$ cat config.mk
export PLATFORM = sky130hd
export DESIGN_NAME = core_s2_stage
export DESIGN_NICKNAME = d
export VERILOG_FILES = /design/src/hdl/core_pkg.sv /design/src/hdl/core_s2_stage.sv /design/src/hdl/core_s2_decode.sv /design/src/hdl/core_s2_alu_ctrl.sv /design/src/hdl/core_s2_gen_imm.sv
export VERILOG_INCLUDE_DIRS = /design/src /design/src/hdl
export SDC_FILE = /design/constraint.sdc
export NUM_CORES = 1
export LEC_CHECK = 0
export BUFFER_PORTS_ARGS = -buffer_cell sky130_fd_sc_hd__buf_2
export CORE_MARGIN = 2
export CORE_UTILIZATION = 46
export CTS_CLUSTER_DIAMETER = 30
export DETAILED_ROUTE_END_ITERATION = 6
export GPL_TIMING_DRIVEN = 1
export PLACE_DENSITY_LB_ADDON = 0.25
export SETUP_SLACK_MARGIN = 0.15
export SYNTH_ARGS = -nofsm -noshare
export SYNTH_HDL_FRONTEND = slang
export SYNTH_SLANG_ARGS = --single-unit
$ cat constraint.sdc
create_clock -name clk -period 2.13 [get_ports clk]
set_input_delay 0 -clock clk [delete_from_list [all_inputs] [get_ports clk]]
set_output_delay 0 -clock clk [all_outputs]
set_load 0.01 [all_outputs]
$ cat src/hdl/core_defs.svh
// ####################
// Core definitions
// Fixed RV32I widths and instruction field positions
// ####################

`ifndef CORE_DEFS_SVH
`define CORE_DEFS_SVH

// Word and register index widths
`define CORE_XLEN       32
`define CORE_REG_IDX_W  5

// Major opcode lives in bits 6 to 2
// Bits 1 to 0 are always 11 for 32-bit encodings
`define CORE_OPCODE_LO  2
`define CORE_OPCODE_HI  6

// Register and function fields
`define CORE_RD_LO      7
`define CORE_RD_HI      11
`define CORE_FUNCT3_LO  12
`define CORE_FUNCT3_HI  14
`define CORE_RS1_LO     15
`define CORE_RS1_HI     19
`define CORE_RS2_LO     20
`define CORE_RS2_HI     24
`define CORE_FUNCT7_B5  30

`endif
$ cat src/hdl/core_pkg.sv
// ####################
// Core package
// Shared types for the decode stage
// ####################

`include "core_defs.svh"

package core_pkg;

    // Plain vector types
    typedef logic [`CORE_XLEN-1:0]      word_t;
    typedef logic [`CORE_REG_IDX_W-1:0] reg_idx_t;

    // Major opcodes taken from instruction bits 6 to 2
    typedef enum logic [4:0] {
        OPCODE_LOAD     = 5'b00000,
        OPCODE_CUSTOM_0 = 5'b00010,
        OPCODE_MISC_MEM = 5'b00011,
        OPCODE_OP_IMM   = 5'b00100,
        OPCODE_AUIPC    = 5'b00101,
        OPCODE_STORE    = 5'b01000,
        OPCODE_AMO      = 5'b01011,
        OPCODE_OP       = 5'b01100,
        OPCODE_LUI      = 5'b01101,
        OPCODE_BRANCH   = 5'b11000,
        OPCODE_JALR     = 5'b11001,
        OPCODE_JAL      = 5'b11011,
        OPCODE_SYSTEM   = 5'b11100
    } opcode_e;

    // Instruction encoding formats
    typedef enum logic [2:0] {
        INSTR_FORMAT_R,
        INSTR_FORMAT_I,
        INSTR_FORMAT_S,
        INSTR_FORMAT_B,
        INSTR_FORMAT_U,
        INSTR_FORMAT_J,
        INSTR_FORMAT_OTHER
    } instr_format_e;

    // ALU operations
    // PASS_B forwards the second operand untouched (LUI)
    typedef enum logic [3:0] {
        ALU_ADD,
        ALU_SUB,
        ALU_SLL,
        ALU_SLT,
        ALU_SLTU,
        ALU_XOR,
        ALU_SRL,
        ALU_SRA,
        ALU_OR,
        ALU_AND,
        ALU_PASS_B
    } aluop_e;

    // Decoded result handed to the next stage
    typedef struct packed {
        logic     illegal_instr;
        logic     halt_req;
        word_t    immediate;
        // CSR immediate as the zero-extended rs1 field
        word_t    uimm;
        reg_idx_t rd;
        reg_idx_t rs1;
        reg_idx_t rs2;
        aluop_e   alu_operation;
    } decode_out_t;

endpackage : core_pkg

$ cat src/hdl/core_s2_stage.sv
// ####################
// Decode stage top
// Input register, decoder, result register, sticky halt
// ####################

`timescale 1ns/1ps

module core_s2_stage (
    input  logic                  clk,
    input  logic                  rst,
    input  core_pkg::word_t       instruction,
    input  logic                  instr_valid,
    output core_pkg::decode_out_t dec,
    output logic                  dec_valid,
    output logic                  halted
);

    // Input side
    core_pkg::word_t       instr_q;
    logic                  instr_valid_q;
    logic                  accept;

    // Output side
    core_pkg::decode_out_t dec_d;
    logic                  issue;

    // Fetch strobes are ignored once halted
    assign accept = instr_valid & ~halted;

    // Word holds its value between strobes
    always_ff @(posedge clk) begin
        if (accept) begin
            instr_q <= instruction;
        end
    end

    always_ff @(posedge clk) begin
        if (rst) begin
            instr_valid_q <= 1'b0;
        end else begin
            instr_valid_q <= accept;
        end
    end

    core_s2_decode core_s2_decode_i (
        .instruction (instr_q),
        .dec         (dec_d)
    );

    // A word still in the input register when halted rises is dropped here
    assign issue = instr_valid_q & ~halted;

    always_ff @(posedge clk) begin
        if (rst) begin
            dec       <= '0;
            dec_valid <= 1'b0;
            halted    <= 1'b0;
        end else begin
            dec_valid <= issue;
            // Result only updates on a real issue
            if (issue) begin
                dec <= dec_d;
            end
            // Sticky until reset
            // Rises with the same edge that registers the halt result
            if (issue && dec_d.halt_req) begin
                halted <= 1'b1;
            end
        end
    end

endmodule : core_s2_stage

$ cat src/hdl/core_s2_decode.sv
// ####################
// Instruction decoder
// Legality, format, halt flag, immediates and ALU op
// ####################

`timescale 1ns/1ps

`include "core_defs.svh"

module core_s2_decode (
    input  core_pkg::word_t       instruction,
    output core_pkg::decode_out_t dec
);

    core_pkg::opcode_e       opcode;
    logic                    unsupported_opcode;
    core_pkg::instr_format_e instr_format;
    core_pkg::word_t         immediate;
    core_pkg::word_t         uimm;
    core_pkg::aluop_e        alu_operation;

    // Major opcode from bits 6 to 2
    assign opcode = core_pkg::opcode_e'(instruction[`CORE_OPCODE_HI:`CORE_OPCODE_LO]);

    always_comb begin
        unique case (opcode)
            core_pkg::OPCODE_LOAD, core_pkg::OPCODE_CUSTOM_0, core_pkg::OPCODE_MISC_MEM,
            core_pkg::OPCODE_OP_IMM, core_pkg::OPCODE_AUIPC, core_pkg::OPCODE_STORE,
            core_pkg::OPCODE_AMO, core_pkg::OPCODE_OP, core_pkg::OPCODE_LUI,
            core_pkg::OPCODE_BRANCH, core_pkg::OPCODE_JALR, core_pkg::OPCODE_JAL,
            core_pkg::OPCODE_SYSTEM: begin
                unsupported_opcode = 1'b0;
            end
            default: begin
                unsupported_opcode = 1'b1;
            end
        endcase
    end

    // Format selection
    // SYSTEM and CUSTOM_0 fall into OTHER
    always_comb begin
        unique case (opcode)
            core_pkg::OPCODE_OP, core_pkg::OPCODE_AMO: begin
                instr_format = core_pkg::INSTR_FORMAT_R;
            end
            core_pkg::OPCODE_LOAD, core_pkg::OPCODE_MISC_MEM,
            core_pkg::OPCODE_OP_IMM, core_pkg::OPCODE_JALR: begin
                instr_format = core_pkg::INSTR_FORMAT_I;
            end
            core_pkg::OPCODE_STORE:  instr_format = core_pkg::INSTR_FORMAT_S;
            core_pkg::OPCODE_BRANCH: instr_format = core_pkg::INSTR_FORMAT_B;
            core_pkg::OPCODE_LUI, core_pkg::OPCODE_AUIPC: begin
                instr_format = core_pkg::INSTR_FORMAT_U;
            end
            core_pkg::OPCODE_JAL:    instr_format = core_pkg::INSTR_FORMAT_J;
            default:                 instr_format = core_pkg::INSTR_FORMAT_OTHER;
        endcase
    end

    core_s2_gen_imm core_s2_gen_imm_i (
        .instruction  (instruction),
        .instr_format (instr_format),
        .immediate    (immediate),
        .uimm         (uimm)
    );

    core_s2_alu_ctrl core_s2_alu_ctrl_i (
        .opcode        (opcode),
        .funct3        (instruction[`CORE_FUNCT3_HI:`CORE_FUNCT3_LO]),
        .funct7_b5     (instruction[`CORE_FUNCT7_B5]),
        .alu_operation (alu_operation)
    );

    // Pack the result
    // Compressed encodings and the all-zero/all-ones words are rejected
    always_comb begin
        dec.illegal_instr = unsupported_opcode || (instruction[1:0] != 2'b11) ||
                            (instruction == '0) || (instruction == '1);
        dec.halt_req      = (opcode == core_pkg::OPCODE_CUSTOM_0);
        dec.immediate     = immediate;
        dec.uimm          = uimm;
        dec.rd            = instruction[`CORE_RD_HI:`CORE_RD_LO];
        dec.rs1           = instruction[`CORE_RS1_HI:`CORE_RS1_LO];
        dec.rs2           = instruction[`CORE_RS2_HI:`CORE_RS2_LO];
        dec.alu_operation = alu_operation;
    end

endmodule : core_s2_decode

$ cat src/hdl/core_s2_alu_ctrl.sv
// ####################
// ALU control
// Maps opcode and funct fields to an ALU operation
// ####################

`timescale 1ns/1ps

module core_s2_alu_ctrl (
    input  core_pkg::opcode_e opcode,
    input  logic [2:0]        funct3,
    input  logic              funct7_b5,
    output core_pkg::aluop_e  alu_operation
);

    // Register-register and register-immediate arithmetic
    core_pkg::aluop_e arith_op;
    // Comparison used to resolve a branch
    core_pkg::aluop_e branch_op;

    always_comb begin
        unique case (funct3)
            3'b000: begin
                // SUB only exists for register-register
                if (opcode == core_pkg::OPCODE_OP && funct7_b5) begin
                    arith_op = core_pkg::ALU_SUB;
                end else begin
                    arith_op = core_pkg::ALU_ADD;
                end
            end
            3'b001: arith_op = core_pkg::ALU_SLL;
            3'b010: arith_op = core_pkg::ALU_SLT;
            3'b011: arith_op = core_pkg::ALU_SLTU;
            3'b100: arith_op = core_pkg::ALU_XOR;
            // funct7 bit 5 picks arithmetic shift for both OP and OP_IMM
            3'b101: arith_op = funct7_b5 ? core_pkg::ALU_SRA : core_pkg::ALU_SRL;
            3'b110: arith_op = core_pkg::ALU_OR;
            default: arith_op = core_pkg::ALU_AND;
        endcase
    end

    always_comb begin
        unique case (funct3[2:1])
            // BEQ and BNE test the difference for zero
            2'b00: branch_op = core_pkg::ALU_SUB;
            2'b10: branch_op = core_pkg::ALU_SLT;
            2'b11: branch_op = core_pkg::ALU_SLTU;
            // Reserved branch encodings
            default: branch_op = core_pkg::ALU_ADD;
        endcase
    end

    always_comb begin
        unique case (opcode)
            core_pkg::OPCODE_OP,
            core_pkg::OPCODE_OP_IMM: alu_operation = arith_op;
            core_pkg::OPCODE_LUI:    alu_operation = core_pkg::ALU_PASS_B;
            core_pkg::OPCODE_BRANCH: alu_operation = branch_op;
            // Loads, stores, AUIPC, jumps and AMO all add
            // Address or link computation
            default:                 alu_operation = core_pkg::ALU_ADD;
        endcase
    end

endmodule : core_s2_alu_ctrl

$ cat src/hdl/core_s2_gen_imm.sv
// ####################
// Immediate generator
// Sign-extended immediate per format and CSR uimm
// ####################

`timescale 1ns/1ps

`include "core_defs.svh"

module core_s2_gen_imm (
    input  core_pkg::word_t         instruction,
    input  core_pkg::instr_format_e instr_format,
    output core_pkg::word_t         immediate,
    output core_pkg::word_t         uimm
);

    // Sign bit of every RV32 immediate
    logic sign;

    assign sign = instruction[`CORE_XLEN-1];

    always_comb begin
        unique case (instr_format)
            core_pkg::INSTR_FORMAT_I: begin
                // imm[11:0] sits in bits 31 to 20
                immediate = {{20{sign}}, instruction[31:20]};
            end
            core_pkg::INSTR_FORMAT_S: begin
                // Split around the rd slot
                immediate = {{20{sign}}, instruction[31:25],
                             instruction[`CORE_RD_HI:`CORE_RD_LO]};
            end
            core_pkg::INSTR_FORMAT_B: begin
                // Halfword offset with bit 0 implied zero
                immediate = {{19{sign}}, sign, instruction[7],
                             instruction[30:25], instruction[11:8], 1'b0};
            end
            core_pkg::INSTR_FORMAT_U: begin
                // Upper 20 bits over 12 cleared low bits
                immediate = {instruction[31:12], 12'd0};
            end
            core_pkg::INSTR_FORMAT_J: begin
                // JAL offset in scrambled bit order
                immediate = {{11{sign}}, sign, instruction[19:12],
                             instruction[20], instruction[30:21], 1'b0};
            end
            default: begin
                // R and OTHER carry no immediate
                immediate = '0;
            end
        endcase
    end

    // CSR immediate forms reuse the rs1 slot as a 5-bit unsigned value
    assign uimm = {{(`CORE_XLEN-`CORE_REG_IDX_W){1'b0}},
                   instruction[`CORE_RS1_HI:`CORE_RS1_LO]};

endmodule : core_s2_gen_imm

== Word-level counts from Yosys, hierarchy flattened ==
Memory sizes are Yosys's and may differ from the RTL's. A register that Yosys moved wholly into a read port is not among the register bits.
Index checks and enable logic that the tools add are counted.
Storage, ports and cells
  register bits: 88
  bits in read-only memories: 128
  bits of input ports: 35
  output and inout port bits: 87
  word-level logic and storage cells: 53
  memories: 2
Cells by class
  eq/ne operators: 20
  muxes and demuxes: 8
  bitwise logic cells: 3
  reductions and logical operators: 9
Memory list
  (name not given): depth 32, bits a word 3, read ports 1, clocked after Yosys merged registers in 1, write ports 0, line core_s2_decode.sv:43  | unique case (opcode)
  (name not given): depth 32, bits a word 1, read ports 1, clocked after Yosys merged registers in 1, write ports 0, line core_s2_decode.sv:26  | unique case (opcode)
Operators with widths (number)
  $pmux 32 s5: 1
  $eq 32x32->1 const B: 1
  $logic_not 32->1: 1
  $pmux 4 s7: 1
  $eq 3x3->1 const B: 5
  $eq 3x2->1 const B: 4
  $pmux 4 s3: 1
  $eq 5x4->1 const B: 2
  $mux 5: 2
  $pmux 3 s3: 1
  $eq 3x1->1 const B: 2
  $eq 5x2->1 const B: 1
  $eq 5x3->1 const B: 1
  $eq 5x5->1 const B: 1
  $eq 2x2->1 const B: 2
  $logic_not 3->1: 1
  $logic_or 1x1->1: 3
  $and 1x1->1: 2
  $logic_and 1x1->1: 2
  $logic_not 2->1: 1
  $mux 1: 2
  $ne 2x2->1 const B: 1
  $reduce_or 2->1: 1
  $not 1->1: 1

== Longest topological paths before layout ==
  word-level depth: 5
  mapped depth: 9
  gate-level depth less buffers: 9

== Hierarchy ==
A second synthesis with hierarchy kept.
Second synthesis, totals
  cell total of the unflattened synthesis: 606
  area, all modules: 6135.9 sq um
Modules (own cells, without submodules)
  core_s2_stage: times used 1, cells an instance 427, area an instance 4906.0 sq um, sequential area each 2722.6 sq um
  core_s2_gen_imm: times used 1, cells an instance 99, area an instance 634.4 sq um, sequential area each 0.0 sq um
  core_s2_decode: times used 1, cells an instance 56, area an instance 420.4 sq um, sequential area each 0.0 sq um
  core_s2_alu_ctrl: times used 1, cells an instance 24, area an instance 175.2 sq um, sequential area each 0.0 sq um

== Worst setup path after synthesis ==
OpenSTA, ideal clock, no wires.
  path kind: register -> register
  from: register halted
  to: register core_s2_decode_i.unsupported_opcode (netlist name)
  setup time: 95 ps
  data arrival time: 2106 ps
  data required time: 2035 ps
  path slack: -72 ps
  stages on the path, launching flop included: 8
  buffers on the path: 0
  clock period less this slack: 2202 ps
  cells stage by stage: dfxtp_1 > nand2b_1 > inv_2 > mux2_2 > ha_1 > inv_1 > mux2i_1 > a221oi_1
On the way
  cells in the longest elaborated chain, start to end: 3
Ends and longest elaborated chain
  from (decl): line core_s2_stage.sv:15  | output logic halted
  from (signal assigned): line core_s2_stage.sv:57  | halted <= 1'b0;
  from (signal assigned): line core_s2_stage.sv:67  | halted <= 1'b1;
  $not 1->1: line core_s2_stage.sv:28  | assign accept = instr_valid & ~halted;
  $and 1x1->1: line core_s2_stage.sv:28
  net accept: line core_s2_stage.sv:21  | logic accept;
  $mux 5 (no line)
The timed path passes the listed nets, and every way through them passes these cells.
A chain may end at the register's enable or synchronous reset.

== Worst setup path in the final report ==
  from: register halted
  to: register core_s2_decode_i.instr_format[1] (netlist name)
On the way
  cells in the longest elaborated chain, start to end: 3
Ends and longest elaborated chain (line)
  $not 1->1: core_s2_stage.sv:28
  $and 1x1->1: core_s2_stage.sv:28
  net accept: core_s2_stage.sv:21
  $mux 5 (no line)
The timed path passes the listed nets, and every way through them passes these cells.

==> reports/results.ini <==
[run_status]
outcome = finished, final reports clean

[sta]
worst_pin_slew_ns = 0.567
fin_crit_ns = 1.84
setup_viol = 0
max_freq_ghz = 0.545
slew_violations = 0
skew_ns = 0.0106
timing.final.crit_share = 0.862
relSlewSlack = 0.619
final-hold-violation-count = 0
whs_ns = 0.106
rsz0062_at_grt = false
finalSetupTns_ns = 0

[floorplanning]
chipWidth_um = 97.3
ios = 122
initial_utilization = 0.466
core_area_um2 = 8590
die-area_um2 = 9460
rows = 34
die_h_um = 97.3

[synth]
synth_area_leader_cell = dfxtp_1
synthTopCellsByCount = dfxtp_1 (60), nor2_1 (47), a21oi_1 (42)
yosysTopAreaCellShare = 0.300
synth_area_leaders = dfxtp_1 (30%), edfxtp_1 (24%), buf_4 (6.0%)
syn_area_per_cell_um2 = 9.62
synth_flop_cell = dfxtp_1
synthArstFlopShare = 0
ys_seq_area_frac = 0.540
yosysMostFrequentCell = dfxtp_1
synth_area_um2 = 4000
yosysUniqueCellTypes = 51
ys_seq_elements = 92
synth_enable_flop_cells = 32
synth_warnings = 0
syn_inst = 416

[power_and_ir_drop]
p_per_area_nw_per_um2 = 780
vdd_drop_max_v = 0.000351
p_total_uw = 3960
power_leakage_uw = 0.00215

[finish]
final_nets = 575
stdcell_count = 648
diodes = 0
ff_latch_area_um2 = 2160
area_delta_synth_final_pct = 26.9
nFillCells = 762
drive_gt1_frac = 0.256
multi_input_area_um2 = 1590

[global_routing]
antenna_found_initial = 0
grt_first_pass_wirelength_mm = 15.6
grt_max_degree = 36
first_global_vias = 3142
track_usage = 0.204
grt-ovfl-total = 0

[worst_setup_path]
endpoint_kind = flop
r2r-start = halted$_SDFFE_PP0P_
worstSetupStartpoint = halted$_SDFFE_PP0P_
crit_type = flop to flop
path_max_fanout = 6
required_ns = 2.41
arrival_ns = 2.11
worstSetupStartpointType = flop

[detailed_routing]
routed_via_density = 5.20
ant_nets = 0
wirelength_mm = 9.79
vias = 3368
route.detailed.drc = 0
firstDrtPassIters = 4
drtIter0Drc = 147
wl_per_cell_um = 15.1

[clock_network]
path_clk_slew_ns = 0.09
cts_root_buf = clkbuf_8
cts_tree = done
h-tree-depth = 3
numCtsBuffers = 9
clock_sinks = 92
postCtsSetupRepairBufs = 0
insertion_delay_ns = 0.36
clockBufferDepth = 2

[placed_design]
portBuffers = 94
post-dp-hpwl_mm = 6.89
gp_congestion = 0.806
dpl.cell_count = 599

[worst_hold_path]
holdCritPathClass = input port to flop
hp-start = rst

[flow_run]
drv_cap = 0

[report_power, final]
group / switching (uW) / internal [uW] / total (uW)
Clock: 634 / 727 / 1360
Sequential: 101 / 1930 / 2030
Combinational: 316 / 256 / 572
Total: 1050 / 2910 / 3960
[placed cells by master (no fill, tap or decap), types with 2 or more instances in the layout]
cell,synthesis,routed
o21a_1,13,13
dlygate4sd3_1,0,33
nand2b_1,6,5
dfxtp_1,60,59
buf_4,32,13
o21ai_0,5,5
a21oi_1,42,42
nand2_1,40,40
nand3b_1,3,3
o211ai_1,3,3
conb_1,1,27
nor2b_1,3,2
clkbuf_16,0,2
nor3_1,27,27
ha_1,5,5
o32ai_1,4,4
clkbuf_8,0,10
mux2_2,4,4
a22oi_1,10,10
buf_2,2,94
edfxtp_1,32,32
nand4_1,7,7
a31oi_1,3,3
nor2_1,47,46
and2_1,3,3
o31ai_1,2,2
nor4_1,2,2
nand3_1,2,2
mux2i_1,3,3
nor3b_1,2,2
inv_1,7,7
[critical path, cell delays in order, from the launching register on]
cell and delay, ns:
dfxtp_2 0.40, nand2b_4 0.19, inv_6 0.04, and2_1 0.17
nor2_2 0.16, inv_1 0.09, ha_1 0.22, nor3b_1 0.23
o32ai_1 0.12, a22oi_1 0.16
[timing repair]
item / CTS / global route
hold buffers: 33 / 0
setup endpoints to repair: 0 / 3
gates resized for setup: 0 / 3
hold endpoints to repair: 33 / 0
[flip-flops by register name, indices dropped and copies added (netlist names)]
signal / cells
halted: 1
instr_q: 32
core_s2_decode_i.instr_format: 3
instr_valid_q: 1
dec_valid: 1
core_s2_decode_i.unsupported_opcode: 1
dec: 53
[metrics by stage]
| step | setup slack, ns | util | area (um2) |
|---|---|---|---|
| 6_report | 0.295 | 0.591 | 5080 |
| 4_1_cts | 0.204 | 0.590 | 5070 |
| 3_3_place_gp | 0.277 | 0.523 | 4500 |
| 5_1_grt | 0.203 | 0.591 | 5080 |
| 3_5_place_dp | 0.209 | 0.523 | 4500 |
| 2_1_floorplan | 0.154 | - | 4110 |
[path summary, 6_finish.rpt]
check	end	slack, ns	depth (start not counted)
worst min register to register	dec[15]$_SDFFE_PP0P_	0.45	2
worst max-delay path	core_s2_decode_i.instr_format[1]$_DFF_P_	0.29	9
worst min-delay path	dec[19]$_SDFFE_PP0P_	0.11	2
worst max register to register	core_s2_decode_i.instr_format[1]$_DFF_P_	0.29	9
[routing by layer]
| layer | GRT usage | up-vias | routed length, um |
|---|---|---|---|
| met5 | 0 | - | 0 |
| met4 | 0.0716 | 0 | 154 |
| met3 | 0.0388 | 12 | 588 |
| met2 | 0.323 | 122 | 4510 |
| met1 | 0.282 | 1586 | 4530 |
| li1 | - | 1648 | - |
[final cells by class]
type	count	area share
clock buffers	13	0.0377
clock inverters	3	0.00961
inverters	8	0.00690
well taps	108	0.0266
repair buffers	141	0.181
flip-flops and latches	92	0.426
multi-input cells	283	0.312
[cells by family after synthesis]
| family | Yosys count | share of synthesized area |
|---|---|---|
| simple gates | 150 | 0.181 |
| fa+ha+maj | 5 | 0.0156 |
| flops | 92 | 0.540 |
| other cells | 1 | 0.000937 |
| compound gates | 93 | 0.148 |
| buf+inv | 67 | 0.0935 |
| mux | 7 | 0.0188 |
| xor+xnor | 1 | 0.00219 |
(Power assumes the default switching activity.)
